===== src/logic/mem_pkg.sv =====
package mem_pkg;

    ////////////////////////////////////////////////////////////
    // Data path geometry
    ////////////////////////////////////////////////////////////

    // Word width seen by the host and the memory
    localparam int DATA_W = 32;
    // Byte lanes per word
    localparam int LANES = 4;

    ////////////////////////////////////////////////////////////
    // Access width and signedness, carried on pauser
    ////////////////////////////////////////////////////////////

    // Signed variants sign-extend on loads
    // Signedness has no effect on stores
    typedef enum logic [2:0] {
        MEM_BYTE   = 3'd0,
        MEM_BYTE_U = 3'd1,
        MEM_HALF   = 3'd2,
        MEM_HALF_U = 3'd3,
        MEM_WORD   = 3'd4
    } mem_op_e;

    ////////////////////////////////////////////////////////////
    // APB slave front-end phases
    ////////////////////////////////////////////////////////////

    // Idle or setup, first access cycle, response cycle
    typedef enum logic [1:0] {
        APB_IDLE   = 2'd0,
        APB_ACCESS = 2'd1,
        APB_RESP   = 2'd2
    } apb_state_e;

endpackage


===== src/logic/apb_mem_port.sv =====
module apb_mem_port #(
    parameter int ADDR_BITS = 10
) (
    input  logic                        clk,
    input  logic                        rst,
    // APB slave side
    input  logic                        psel,
    input  logic                        penable,
    input  logic                        pwrite,
    input  logic [ADDR_BITS-1:0]        paddr,
    input  logic [mem_pkg::DATA_W-1:0]  pwdata,
    input  mem_pkg::mem_op_e            pauser,
    output logic                        pready,
    output logic [mem_pkg::DATA_W-1:0]  prdata,
    output logic                        pslverr,
    // Lane aligner
    output logic [1:0]                  align_offset,
    output mem_pkg::mem_op_e            align_op,
    output logic [mem_pkg::DATA_W-1:0]  align_wdata,
    input  logic                        misaligned,
    input  logic [mem_pkg::LANES-1:0]   lane_sel,
    input  logic [mem_pkg::DATA_W-1:0]  lane_wdata,
    input  logic                        load_signed,
    // Memory side
    output logic                        ram_en,
    output logic                        ram_write,
    output logic [ADDR_BITS-3:0]        ram_addr,
    output logic [mem_pkg::LANES-1:0]   ram_sel,
    output logic [mem_pkg::DATA_W-1:0]  ram_wdata,
    output logic                        ram_signed,
    input  logic [mem_pkg::DATA_W-1:0]  ram_rdata
);

    mem_pkg::apb_state_e state;
    mem_pkg::apb_state_e state_next;

    // Response-cycle flags, captured in the access cycle
    logic err_q;
    logic write_q;

    ////////////////////////////////////////////////////////////
    // Phase FSM
    ////////////////////////////////////////////////////////////

    always_comb
    begin
        state_next = state;
        case (state)
            // Setup cycle seen
            mem_pkg::APB_IDLE:   if (psel && !penable) state_next = mem_pkg::APB_ACCESS;
            // Fixed single wait state
            mem_pkg::APB_ACCESS: state_next = mem_pkg::APB_RESP;
            mem_pkg::APB_RESP:   state_next = mem_pkg::APB_IDLE;
            default:             state_next = mem_pkg::APB_IDLE;
        endcase
    end

    always_ff @(posedge clk)
    begin
        if (rst)
        begin
            state   <= mem_pkg::APB_IDLE;
            err_q   <= 1'b0;
            write_q <= 1'b0;
        end
        else
        begin
            state <= state_next;
            if (state == mem_pkg::APB_ACCESS)
            begin
                err_q   <= misaligned;
                write_q <= pwrite;
            end
        end
    end

    // Address offset, width and store data go to the aligner
    assign align_offset = paddr[1:0];
    assign align_op     = pauser;
    assign align_wdata  = pwdata;

    // One strobe per aligned transfer
    assign ram_en     = (state == mem_pkg::APB_ACCESS) && !misaligned;
    assign ram_write  = pwrite;
    assign ram_addr   = paddr[ADDR_BITS-1:2];
    assign ram_sel    = lane_sel;
    assign ram_wdata  = lane_wdata;
    assign ram_signed = load_signed;

    // Response
    assign pready  = (state == mem_pkg::APB_RESP);
    assign pslverr = pready && err_q;
    // Zero after a store or an error
    assign prdata  = (pready && !err_q && !write_q) ? ram_rdata : '0;

endmodule


===== config.mk =====
export PLATFORM = sky130hd
export DESIGN_NAME = apb_mem_port
export DESIGN_NICKNAME = d
export VERILOG_FILES = /design/src/logic/mem_pkg.sv /design/src/logic/apb_mem_port.sv
export SDC_FILE = /design/constraint.sdc
export NUM_CORES = 1
export LEC_CHECK = 0
export ABC_AREA = 0
export BUFFER_PORTS_ARGS = -buffer_cell sky130_fd_sc_hd__buf_2
export CORE_AREA = 5 5 90 92
export DETAILED_ROUTE_END_ITERATION = 7
export DIE_AREA = 0 0 95 97
export GPL_TIMING_DRIVEN = 0
export PLACE_DENSITY = 0.67
export SYNTH_ARGS = -nofsm -noshare
export SYNTH_HDL_FRONTEND = slang
export SYNTH_SLANG_ARGS = --single-unit

===== constraint.sdc =====
create_clock -name clk -period 1.7 [get_ports clk]
set_input_delay 0.51 -clock clk [delete_from_list [all_inputs] [get_ports clk]]
set_output_delay 0.51 -clock clk [all_outputs]
set_load 0.01 [all_outputs]

==> flow_summary.yaml <==
power:
  p_int_mw: 0.5131
  switching_share_pct: 28.44
  power_per_cell_area_mw_per_mm2: 305.8
  peakVddDrop_uv: 131.8
  p_seq_share_pct: 13.9
  p_comb_share_pct: 58.8
  p_switching_mw: 0.2039
  leakage_nw: 1.367
  power.total_mw: 0.7170
  clkPwrFrac_pct: 27.3
detailed_routing:
  vias: 1358
  routed.top_layer: "met4"
  drt-initial-drc-count: 1
  avgRoutedWirePerCell_um: 12.62
  vias_per_cell: 3.404
  route.met2.wl_um: 2853
  dr.pass1.iters: 3
  drc_errors: 0
  routed_wl_um: 5037
  drt-met1-wl_um: 1392
  met3WireLength_um: 785
  antenna_left: 0
sta:
  setup_violations: 32
  tightest_slew_ps: 232.8
  relSlewSlack_pct: 84.34
  skew_ps: 3.417
  finalCritPeriodShare_pct: 112.1
  fin_hold_ws_ps: 453.0
  drv_slew: 0
  hold_viol: 0
  finalCriticalPeriod_ps: 1905
  setup_ws_ps: -205.3
  fmax_ghz: 0.5249
  rsz0062_at_grt: "true"
run_status:
  status: "finished, violations left"
  violations: "setup timing"
worst_setup_path:
  cp.required_ps: 1190
  path_max_fanout: 8
  cp.arrival_ps: 1400
  criticalPathCategory: "flop to output port"
  path_cells: "nor4b_4 > buf_6 > buf_8 > and2_4 > buf_6"
  cp_slowest_cell: "dfxtp_4"
  critPathLaunchType: "flop"
  reg2reg_depth: 3
  crit_top_cell: "buf_6"
  end_kind: "output port"
  max_stage_delay_ps: 340
yosys:
  synth_edf_count: 0
  yosys.cell_types.count: 14
  synth_area_leaders: "buf_4, and2_1, and2_2"
  ys_seq_elements: 4
  synth_warnings: 0
  syn_area_mm2: 0.001051
  synth_top_family_by_area: "buffers and inverters"
  synth.most_common_cell: "buf_4"
  avgSynthCellArea_um2: 7.672
  yosys.area.top_type_share_pct: 59.29
  synth_nets: 257
  synthMuxAreaShare_pct: 0
  synth_ff_type: "dfxtp_1"
  synthTopCellsByCount: "buf_4, and2_1, and2_2, dfxtp_1"
  synthCells: 137
  synth_fa_ha_area_share_pct: 0
  synthXorXnorAreaFrac_pct: 0
  yosysSeqAreaShare_pct: 7.619
  synth_top_area_cell: "buf_4"
  synth-compound-area-share_pct: 0.9524
  async_flop_share_pct: 0
  synthSimpleGateAreaFrac_pct: 30.71
layout:
  drive_gt1_share_pct: 94.00
  fin_nets: 422
  syn_to_final_growth_pct: 123.1
  final_cell_count_no_fill: 399
  diodes: 0
placed_design:
  placedCellCount: 391
  dp_hpwl_um: 4469
  place.gp.congestion: 0.6597
  port_buffers: 155
die:
  rows: 31
  initial_core_util_pct: 14.73
  core_area_mm2: 0.007137
  io_pins: 238
  die_w_um: 95
  die_y_um: 97
  fp.dieArea_mm2: 0.009215
global_route:
  grt_pass1_vias: 1465
  track_usage_pct: 9.327
  grt_overflow: 0
  grt_max_degree: 9
  antenna_found_initial: 0
  grt_pass1_wl_um: 7044
run:
  cap_violations: 0
hold_path:
  hold_class: "input port to flop"
  min_delay_path_depth: 2
clocking:
  clock_latency_ps: 210
  htree_levels: 1
  cts_tree: "yes"
  cts_hold_buf: 0
  cts.path.max_buffers: 2
  clockRootBuffer: "clkbuf_8"
  cts_sinks: 4
  cts_made_buffers: 3
  cts.clk_slew.worst_paths_ps: 30
sequential cells by signal, summed over array words and instances, names as in the netlist:
name	count
err_q	1
state	2
write_q	1
worst max-delay path: cells and delay by family (launching register included):
family	cells	cell delay, ps
buf+inv	3	420
flops	1	340
simple gates	2	410
stage by stage:
step / util [%] / setup TNS, ps / area (µm²) / setup WS, ps
6_report: 32.85 / -6001 / 2345 / -205.3
5_1_grt: 32.85 / -8079 / 2345 / -265.3
2_1_floorplan: - / 0 / 1051 / 139.4
4_1_cts: 31.91 / -6393 / 2277 / -216.7
3_5_place_dp: 27.33 / -7462 / 1951 / -270.6
3_3_place_gp: 27.33 / -7222 / 1951 / -261.6
cell usage in the layout, fill, tap and decap left out, types with 3 or more instances in the layout:
cell type / synthesis / routed
and2_1: 20 / 3
clkbuf_8: 0 / 3
and2_4: 0 / 29
buf_6: 0 / 32
nand2b_1: 3 / 3
buf_4: 83 / 84
buf_2: 0 / 124
buf_8: 0 / 6
power by group through the flow:
stage | clock, mW | combinational (mW) | sequential, mW
after global routing | 0.206 | 0.456 | 0.100
after detailed placement | 0 | 0.387 | 0.104
after global placement | 0 | 0.384 | 0.104
final | 0.196 | 0.422 | 0.0997
after floorplan | 0 | 0.230 | 0.103
after CTS | 0.202 | 0.419 | 0.101
cell families (layout without fill, tap and decap cells):
kind of cell / Yosys count / after routing
AOI/OAI and AO/OA: 2 / 2
buffers and inverters: 86 / 249
and+or+nand+nor: 45 / 45
DFF: 4 / 4
path summary, 6_finish.rpt:
| check | startpoint | end | slack (ps) |
|---|---|---|---|
| max reg2reg | state[0] | state[1] | 830 |
| max | state[0] | prdata[25] | -210 |
| min | penable | state[0] | 450 |
| min reg2reg | write_q | write_q | 510 |
per-layer routing:
metal  up-vias  GRT usage, %
met2       116         19.52
met1       578         8.117
li1        662             -
met4         0        0.9989
met5         -             0
met3         2         3.801
layout make-up:
type,count,area (µm²)
timing repair buffer,160,1033
tap,99,123.9
multi-input combinational,47,390.4
clock buffer,3,41.29
fill,763,4792
sequential,4,87.58
buffer,86,668.1
repair_timing:
action / CTS / global route
resized for setup: 59 / 24
pin swaps: 26 / 6
setup endpoints to repair: 32 / 33
cloned: 3 / 0
buffers inserted: 2 / 0
Power figures use the tool's default switching activity.
