$ cat config.mk
export PLATFORM = sky130hd
export DESIGN_NAME = access_align
export DESIGN_NICKNAME = d
export VERILOG_FILES = /design/src/logic/mem_pkg.sv /design/src/logic/access_align.sv
export SDC_FILE = /design/constraint.sdc
export NUM_CORES = 1
export LEC_CHECK = 0
export BUFFER_PORTS_ARGS = -buffer_cell sky130_fd_sc_hd__buf_2
export CORE_UTILIZATION = 30
export DETAILED_ROUTE_END_ITERATION = 8
export GPL_TIMING_DRIVEN = 0
export PLACE_DENSITY_LB_ADDON = 0.08
export SLEW_MARGIN = 20
export SYNTH_ARGS = -nofsm -noshare
export SYNTH_HDL_FRONTEND = slang
export SYNTH_SLANG_ARGS = --single-unit
$ cat constraint.sdc
create_clock -name vclk -period 0.8
set_input_delay 0 -clock vclk [all_inputs]
set_output_delay 0 -clock vclk [all_outputs]
set_load 0.02 [all_outputs]
$ cat src/logic/mem_pkg.sv
package mem_pkg;

    ////////////////////////////////////////////////////////////
    // Data path geometry
    ////////////////////////////////////////////////////////////

    // Word width seen by the host and the memory
    localparam int DATA_W = 32;
    // Byte lanes per word
    localparam int LANES = 4;

    ////////////////////////////////////////////////////////////
    // Access width and signedness, carried on pauser
    ////////////////////////////////////////////////////////////

    // Signed variants sign-extend on loads
    // Signedness has no effect on stores
    typedef enum logic [2:0] {
        MEM_BYTE   = 3'd0,
        MEM_BYTE_U = 3'd1,
        MEM_HALF   = 3'd2,
        MEM_HALF_U = 3'd3,
        MEM_WORD   = 3'd4
    } mem_op_e;

    ////////////////////////////////////////////////////////////
    // APB slave front-end phases
    ////////////////////////////////////////////////////////////

    // Idle or setup, first access cycle, response cycle
    typedef enum logic [1:0] {
        APB_IDLE   = 2'd0,
        APB_ACCESS = 2'd1,
        APB_RESP   = 2'd2
    } apb_state_e;

endpackage

$ cat src/logic/access_align.sv
module access_align (
    input  logic [1:0]                  align_offset,
    input  mem_pkg::mem_op_e            align_op,
    input  logic [mem_pkg::DATA_W-1:0]  align_wdata,
    output logic [mem_pkg::LANES-1:0]   lane_sel,
    output logic [mem_pkg::DATA_W-1:0]  lane_wdata,
    output logic                        load_signed,
    output logic                        misaligned
);

    // Lane geometry
    localparam int BYTE_W  = mem_pkg::DATA_W / mem_pkg::LANES;
    localparam int HALF_W  = 2 * BYTE_W;
    localparam int SHIFT_W = $clog2(mem_pkg::DATA_W);

    // Bit distance from lane 0 to the addressed lane
    logic [SHIFT_W-1:0] byte_shift;

    assign byte_shift = SHIFT_W'(align_offset) * SHIFT_W'(BYTE_W);

    // Signed loads for byte, half-word and word
    assign load_signed = (align_op == mem_pkg::MEM_BYTE) ||
                         (align_op == mem_pkg::MEM_HALF) ||
                         (align_op == mem_pkg::MEM_WORD);

    ////////////////////////////////////////////////////////////
    // Width and offset decode
    ////////////////////////////////////////////////////////////

    always_comb
    begin
        lane_sel   = '0;
        lane_wdata = '0;
        misaligned = 1'b0;
        case (align_op)
            mem_pkg::MEM_BYTE, mem_pkg::MEM_BYTE_U:
            begin
                // Any offset is legal for a byte
                lane_sel   = mem_pkg::LANES'(1) << align_offset;
                lane_wdata = mem_pkg::DATA_W'(align_wdata[BYTE_W-1:0]) << byte_shift;
            end
            mem_pkg::MEM_HALF, mem_pkg::MEM_HALF_U:
            begin
                // Offset 0 or 2 only
                misaligned = align_offset[0];
                lane_sel   = mem_pkg::LANES'(3) << align_offset;
                lane_wdata = mem_pkg::DATA_W'(align_wdata[HALF_W-1:0]) << byte_shift;
            end
            mem_pkg::MEM_WORD:
            begin
                // Word must start on lane 0
                misaligned = (align_offset != 2'd0);
                lane_sel   = '1;
                lane_wdata = align_wdata;
            end
            default:
            begin
                // Unknown width code is refused like a bad offset
                misaligned = 1'b1;
            end
        endcase
        // No lanes on a refused access
        if (misaligned)
        begin
            lane_sel = '0;
        end
    end

endmodule

==> flow_summary.ini, run 1 <==
[setup_path]
timing.critical_path.cells = buf_12 -> nor3b_4 -> buf_6 -> a31o_4 -> a22o_1 -> buf_6
worst-setup-path-type = in2out
cpLargestDelayFamily = compound AO/OA/AOI/OAI gates
crit_path_frequent_cell = sky130_fd_sc_hd__buf_6
cp-end-kind = primary output
cp_num_buf_inv = 3
cp_max_fo = 8
setup.worst_path.start_class = input port
arrival_ps = 990
worst_path_max_delay_cell = sky130_fd_sc_hd__a31o_4
worst_ep_required_time_ps = 800
delay_of_the_slowest_cell_on_the_worst_path_ps = 240

[power_and_ir_drop]
power.static_leakage_nw = 0.814
finalPower_w = 0.000906
pwr_density_cell_mw_per_mm2 = 616
irDropWorstVdd_mv = 0.418

[die]
floorplan.die.height_um = 47.6
design.core.area_sq_mm = 0.00196
row_count = 16
dieArea_sq_mm = 0.00227
floorplan.initialDensity = 0.318
num_io_pins = 75
chipWidth_um = 47.6

[synthesis]
synth_top_cell_by_area = sky130_fd_sc_hd__nand2_1
yosysWarnings = 0
synth_mux_area_frac = 0
yosysTopAreaCellShare = 0.150
syn-instance-count = 95
synth.avg_cell_area_sq_um = 6.57
yosys.area_share.simple = 0.439
synthAdderAreaFrac = 0
post_synth_xor_area_fraction = 0
yosysSeqAreaShare = 0
synth.net_count = 132
mappedNetlistArea_sq_um = 624
yosys.cell_types.count = 25
synth-compound-area-share = 0.443
main_combinational_cell_family_by_area_after_synthesis = compound AO/OA/AOI/OAI gates
ys_top_cells_by_area = sky130_fd_sc_hd__nand2_1 15%, sky130_fd_sc_hd__a221o_1 13%, sky130_fd_sc_hd__a22o_1 11%, sky130_fd_sc_hd__a22oi_1 9.6%, sky130_fd_sc_hd__buf_6 7.2%

[placement]
number_of_i_o_port_buffers = 73
place_ws_ps = -392
dpl_cell_area_sq_mm = 0.00104
gp_congestion = 0.830
place_hpwl_um = 1840

[timing]
worstMarginPinSlew_ps = 243
period_share = 1.23
fin_ws_ps = -188
rsz_0062_raised_after_global_routing = true
totalNegativeSetupSlack_ps = -4460
max-slew-margin-rel = 0.837
fmax_mhz = 1010
setup-violations-final = 35
drv_slew = 0
timing_hold_violations_final = 0
finalWorstPathRequiredPeriod_ps = 988

[final_layout]
clock_buffer_count = 0
layout.sequential_cells = 0
ff_latch_area_sq_um = 0
final_design_area_no_fill_sq_mm = 0.00147
areaGrowthSynthToFinish_pct = 136
final_nets = 223
final_layout_size_suffix_gt1_frac = 0.609
final_cell_mix = 44 x sky130_fd_sc_hd__buf_2, 25 x sky130_fd_sc_hd__nand2_1, 23 x sky130_fd_sc_hd__buf_4
commonest_non_fill_non_tap_cell_in_the_layout = sky130_fd_sc_hd__buf_2
filler_cell_count = 173
antenna-diode-count = 0

[grt]
global_route.peak_usage_layer = met2
gr-usage-met1 = 0.318
grt.met2_usage = 0.441
grt_start_max_net_pins = 11
gr-usage-met3 = 0.0151
grt_pass1_vias = 884
antenna_found_initial = 0
track_usage = 0.242
first_pass_grt_wire_length_um = 4000
overflow_left_after_global_routing = 0

[route]
num_vias = 1117
route.antenna.remaining_nets = 0
detail_route.wl_per_cell_um = 15.2
drc = 0
number_of_vias_per_cell_after_detailed_routing = 5.29
route.final.wire_length_um = 3200
initialDrtViolationCount = 37
detailedRoute.firstPassIterationCount = 4

[outcome]
outcome = finished, violations left
violations = setup timing

[run]
timing.max_cap.violations = 0

[min_path]
hold_end = lane_wdata[19]
hold_depth = 4
timing.hold.worst.class = in2out
hold_path.startpoint = align_wdata[19]

[clock_network]
cts_hold_buffers = 0
## how the worst max path moves through the flow
stage                      startpoint        endpoint  slack (ps)  cells after the start
final                     align_op[2]  lane_wdata[11]        -190                      6
after global routing      align_op[0]  lane_wdata[15]        -230                      6
after CTS                 align_op[2]  lane_wdata[15]        -190                      6
after detailed placement  align_op[2]   lane_wdata[3]        -390                      5
after global placement    align_op[2]   lane_wdata[3]        -390                      5
after floorplan           align_op[2]  lane_wdata[10]         -60                      5
## per-stage QoR
stage | util | hold slack (ps) | instances
6_report | 0.750 | 288 | 211
5_1_grt | 0.750 | 319 | 211
4_1_cts | 0.685 | 288 | 205
3_5_place_dp | 0.528 | 304 | 195
3_3_place_gp | 0.528 | 300 | 195
2_1_floorplan | - | 76.9 | 95
## area by class of cell
type                            count  area, sq um  area share
Inverter                            1         3.75     0.00255
Multi-Input combinational cell     87          631       0.429
Buffer                              7          100      0.0680
Tap cell                           27         33.8      0.0230
Timing Repair Buffer               89          703       0.478
## logic make-up after synthesis
group	Yosys count
and+or+nand+nor	54
AOI/OAI and AO/OA	32
buffers and inverters	9
## layer usage
metal,part of all wire,up-vias
li1,-,534
met1,0.42,521
met2,0.51,58
met3,0.061,4
met4,0.0091,0
met5,0,-
## cell usage after synthesis (all sizes together)
library cell	n
buf	8
nor3	2
nand2	25
nor3b	2
and2b	5
nor2b	3
o21ai	2
a22oi	8
inv	1
a31o	1
and4bb	1
a21oi	1
a211o	1
a22o	8
o211a	1
a221o	8
and3	1
a21o	1
nand2b	2
o31ai	1
nor2	13
## where the power goes
group | leakage (nW) | switching, W | internal, W
registers | 0 | 0 | 0
clock network | 0 | 0 | 0
logic | 0.814 | 0.000443 | 0.000463
total | 0.814 | 0.000443 | 0.000463
## repair_timing
| item | in CTS | in global routing |
|---|---|---|
| gates resized for setup | 60 | 21 |
| endpoints found under the setup margin | 37 | 37 |
| pin swaps | 13 | 9 |
| cloned | 4 | 3 |
| buffers inserted | 7 | 3 |
No activity file was read; power rests on OpenSTA's default activity.
==> run 2, diff against run 1 <==
--- a/config.mk
+++ b/config.mk
@@ -10,6 +10,7 @@
 export DETAILED_ROUTE_END_ITERATION = 8
 export GPL_TIMING_DRIVEN = 0
 export PLACE_DENSITY_LB_ADDON = 0.08
+export REMOVE_ABC_BUFFERS = 1
 export SLEW_MARGIN = 20
 export SYNTH_ARGS = -nofsm -noshare
 export SYNTH_HDL_FRONTEND = slang
==> constraint.sdc (replaced) <==
create_clock -name vclk -period 0.8
set_input_delay 0 -clock vclk [all_inputs]
set_output_delay 0 -clock vclk [all_outputs]
set_load 0.005 [all_outputs]
==> run 2 against run 1 <==
The run still ends with setup timing left. Die area is the same. Sequential share of layout area is the same. Via count shrank 5.0%. Count of clock-buffer cells in the layout is the same. Core utilization shrank 7.7 points. Sequential cell count is the same. Routed wire length shrank 12%. First-iteration DRC count shrank 30%. Setup slack gained 33 ps. Critical path type unchanged. Critical endpoint is now lane_wdata[8]. Largest cell class is now multi-input combinational cells. Highest routed layer is now met3.
==> flow_summary.ini, run 2 (synthesis gave the netlist of run 1 again) <==
[outcome]
outcome = finished, violations left
violations = setup timing

[timing]
finalWorstPathRequiredPeriod_ps = 955
max-slew-margin-rel = 0.822
rsz_0062_raised_after_global_routing = true
drv_slew = 0
worstMarginPinSlew_ps = 264
period_share = 1.19
timing_hold_violations_final = 0
whs_ps = 236
setup-violations-final = 33
fmax_mhz = 1050
fin_ws_ps = -155
totalNegativeSetupSlack_ps = -2940

[route]
detailedRoute.firstPassIterationCount = 5
drc = 0
route.final.wire_length_um = 2810
initialDrtViolationCount = 26
detail_route.wl_per_cell_um = 13.6
number_of_vias_per_cell_after_detailed_routing = 5.13
route.antenna.remaining_nets = 0
num_vias = 1061

[min_path]
timing.hold.worst.class = in2out
hold_path.startpoint = align_op[0]
hold_end = load_signed
hold_depth = 3

[power_and_ir_drop]
power.static_leakage_nw = 0.755
p_seq_frac = 0
swShare = 0.449
power.net_switching_w = 0.000297
irDropWorstVdd_mv = 0.382
pwr-share-comb = 1.000
share_of_total_power_in_the_clock_network = 0
intPower_w = 0.000364
pwr_density_cell_mw_per_mm2 = 501

[final_layout]
final_layout_size_suffix_gt1_frac = 0.628
fin_cells = 207
areaGrowthSynthToFinish_pct = 111
layout.sequential_cells = 0
final_cell_mix = 70 x sky130_fd_sc_hd__buf_2, 24 x sky130_fd_sc_hd__nand2_1, 10 x sky130_fd_sc_hd__nor2_1, 10 x sky130_fd_sc_hd__buf_6
ff_latch_area_sq_um = 0
final_util = 0.673
multi_input_comb_area_sq_um = 672
final_nets = 219
filler_cell_count = 204
antenna-diode-count = 0
commonest_non_fill_non_tap_cell_in_the_layout = sky130_fd_sc_hd__buf_2
clock_buffer_count = 0

[grt]
track_usage = 0.217
overflow_left_after_global_routing = 0
grt_pass1_vias = 822
grt_start_max_net_pins = 17
first_pass_grt_wire_length_um = 3630
antenna_found_initial = 0

[die]
floorplan.die.height_um = 47.6
row_count = 16
design.core.area_sq_mm = 0.00196
chipWidth_um = 47.6
num_io_pins = 75
floorplan.initialDensity = 0.318
dieArea_sq_mm = 0.00227

[placement]
place_hpwl_um = 1690
number_of_i_o_port_buffers = 75
post-place-cells = 189
gp_congestion = 0.703
place_ws_ps = -835

[setup_path]
cpLargestDelayFamily = compound AO/OA/AOI/OAI gates
cp_max_fo = 8
worst-setup-path-type = in2out
worst_ep_required_time_ps = 800
delay_of_the_slowest_cell_on_the_worst_path_ps = 240
cp-end-kind = primary output
setup.worst_path.start_class = input port
cp.depth = 6
arrival_ps = 950
timing.critical_path.cells = buf_12 -> nor3b_4 -> buf_6 -> a31o_4 -> a22o_1 -> buf_2
cp_num_buf_inv = 3
worst_path_max_delay_cell = sky130_fd_sc_hd__a31o_4

[run]
timing.max_cap.violations = 0
## run 2: changes by cell type in the layout (fill, tap and decap cells not counted), moves of 2 or more
cell | previous run | this run
sky130_fd_sc_hd__a22oi_1 | 7 | 0
sky130_fd_sc_hd__a22oi_2 | 1 | 8
sky130_fd_sc_hd__buf_16 | 2 | 0
sky130_fd_sc_hd__buf_2 | 44 | 70
sky130_fd_sc_hd__buf_4 | 23 | 5
sky130_fd_sc_hd__buf_6 | 20 | 10
sky130_fd_sc_hd__nor2_4 | 3 | 1
## run 2: layout make-up
| class | count | area share |
|---|---|---|
| timing repair buffer | 91 | 0.463 |
| tap | 27 | 0.0256 |
| inverter | 1 | 0.00284 |
| multi-input combinational | 88 | 0.509 |
## run 2: through the flow
stage	cell area (sq um)	total power [W]
after floorplan	554	0.000201
after global placement	963	0.000466
after detailed placement	963	0.000470
after CTS	1160	0.000572
after global routing	1320	0.000720
final	1320	0.000661
## run 2: what timing repair did
| item | CTS | global route |
|---|---|---|
| buffers inserted | 12 | 4 |
| endpoints found under the hold margin | 0 | 0 |
| pin swaps | 13 | 18 |
| hold buffers | 0 | 0 |
| resized for setup | 27 | 26 |
| setup endpoints to repair | 36 | 36 |
| cloned | 1 | 1 |
## run 2: worst max-delay path by stage
stage / start / slack (ps) / end
final: align_op[2] / -150 / lane_wdata[8]
after global routing: align_op[2] / -170 / lane_wdata[13]
after CTS: align_op[2] / -150 / lane_wdata[8]
after detailed placement: align_op[2] / -840 / lane_wdata[0]
after global placement: align_op[2] / -840 / lane_wdata[0]
after floorplan: align_op[0] / -180 / lane_wdata[0]
## run 2: layer usage
metal	part of all wire	global-route usage	up-vias	routed length, um
met5	0	0	-	0
met1	0.43	0.307	482	1200
li1	-	-	529	-
met3	0.068	0.00377	0	191
met4	0	0.0111	0	0
met2	0.51	0.386	50	1430
## run 2: power groups by stage
stage / logic (W) / clock network, W / registers, W
after CTS: 0.000572 / 0 / 0
after detailed placement: 0.000470 / 0 / 0
after global routing: 0.000720 / 0 / 0
after floorplan: 0.000201 / 0 / 0
final: 0.000661 / 0 / 0
after global placement: 0.000466 / 0 / 0
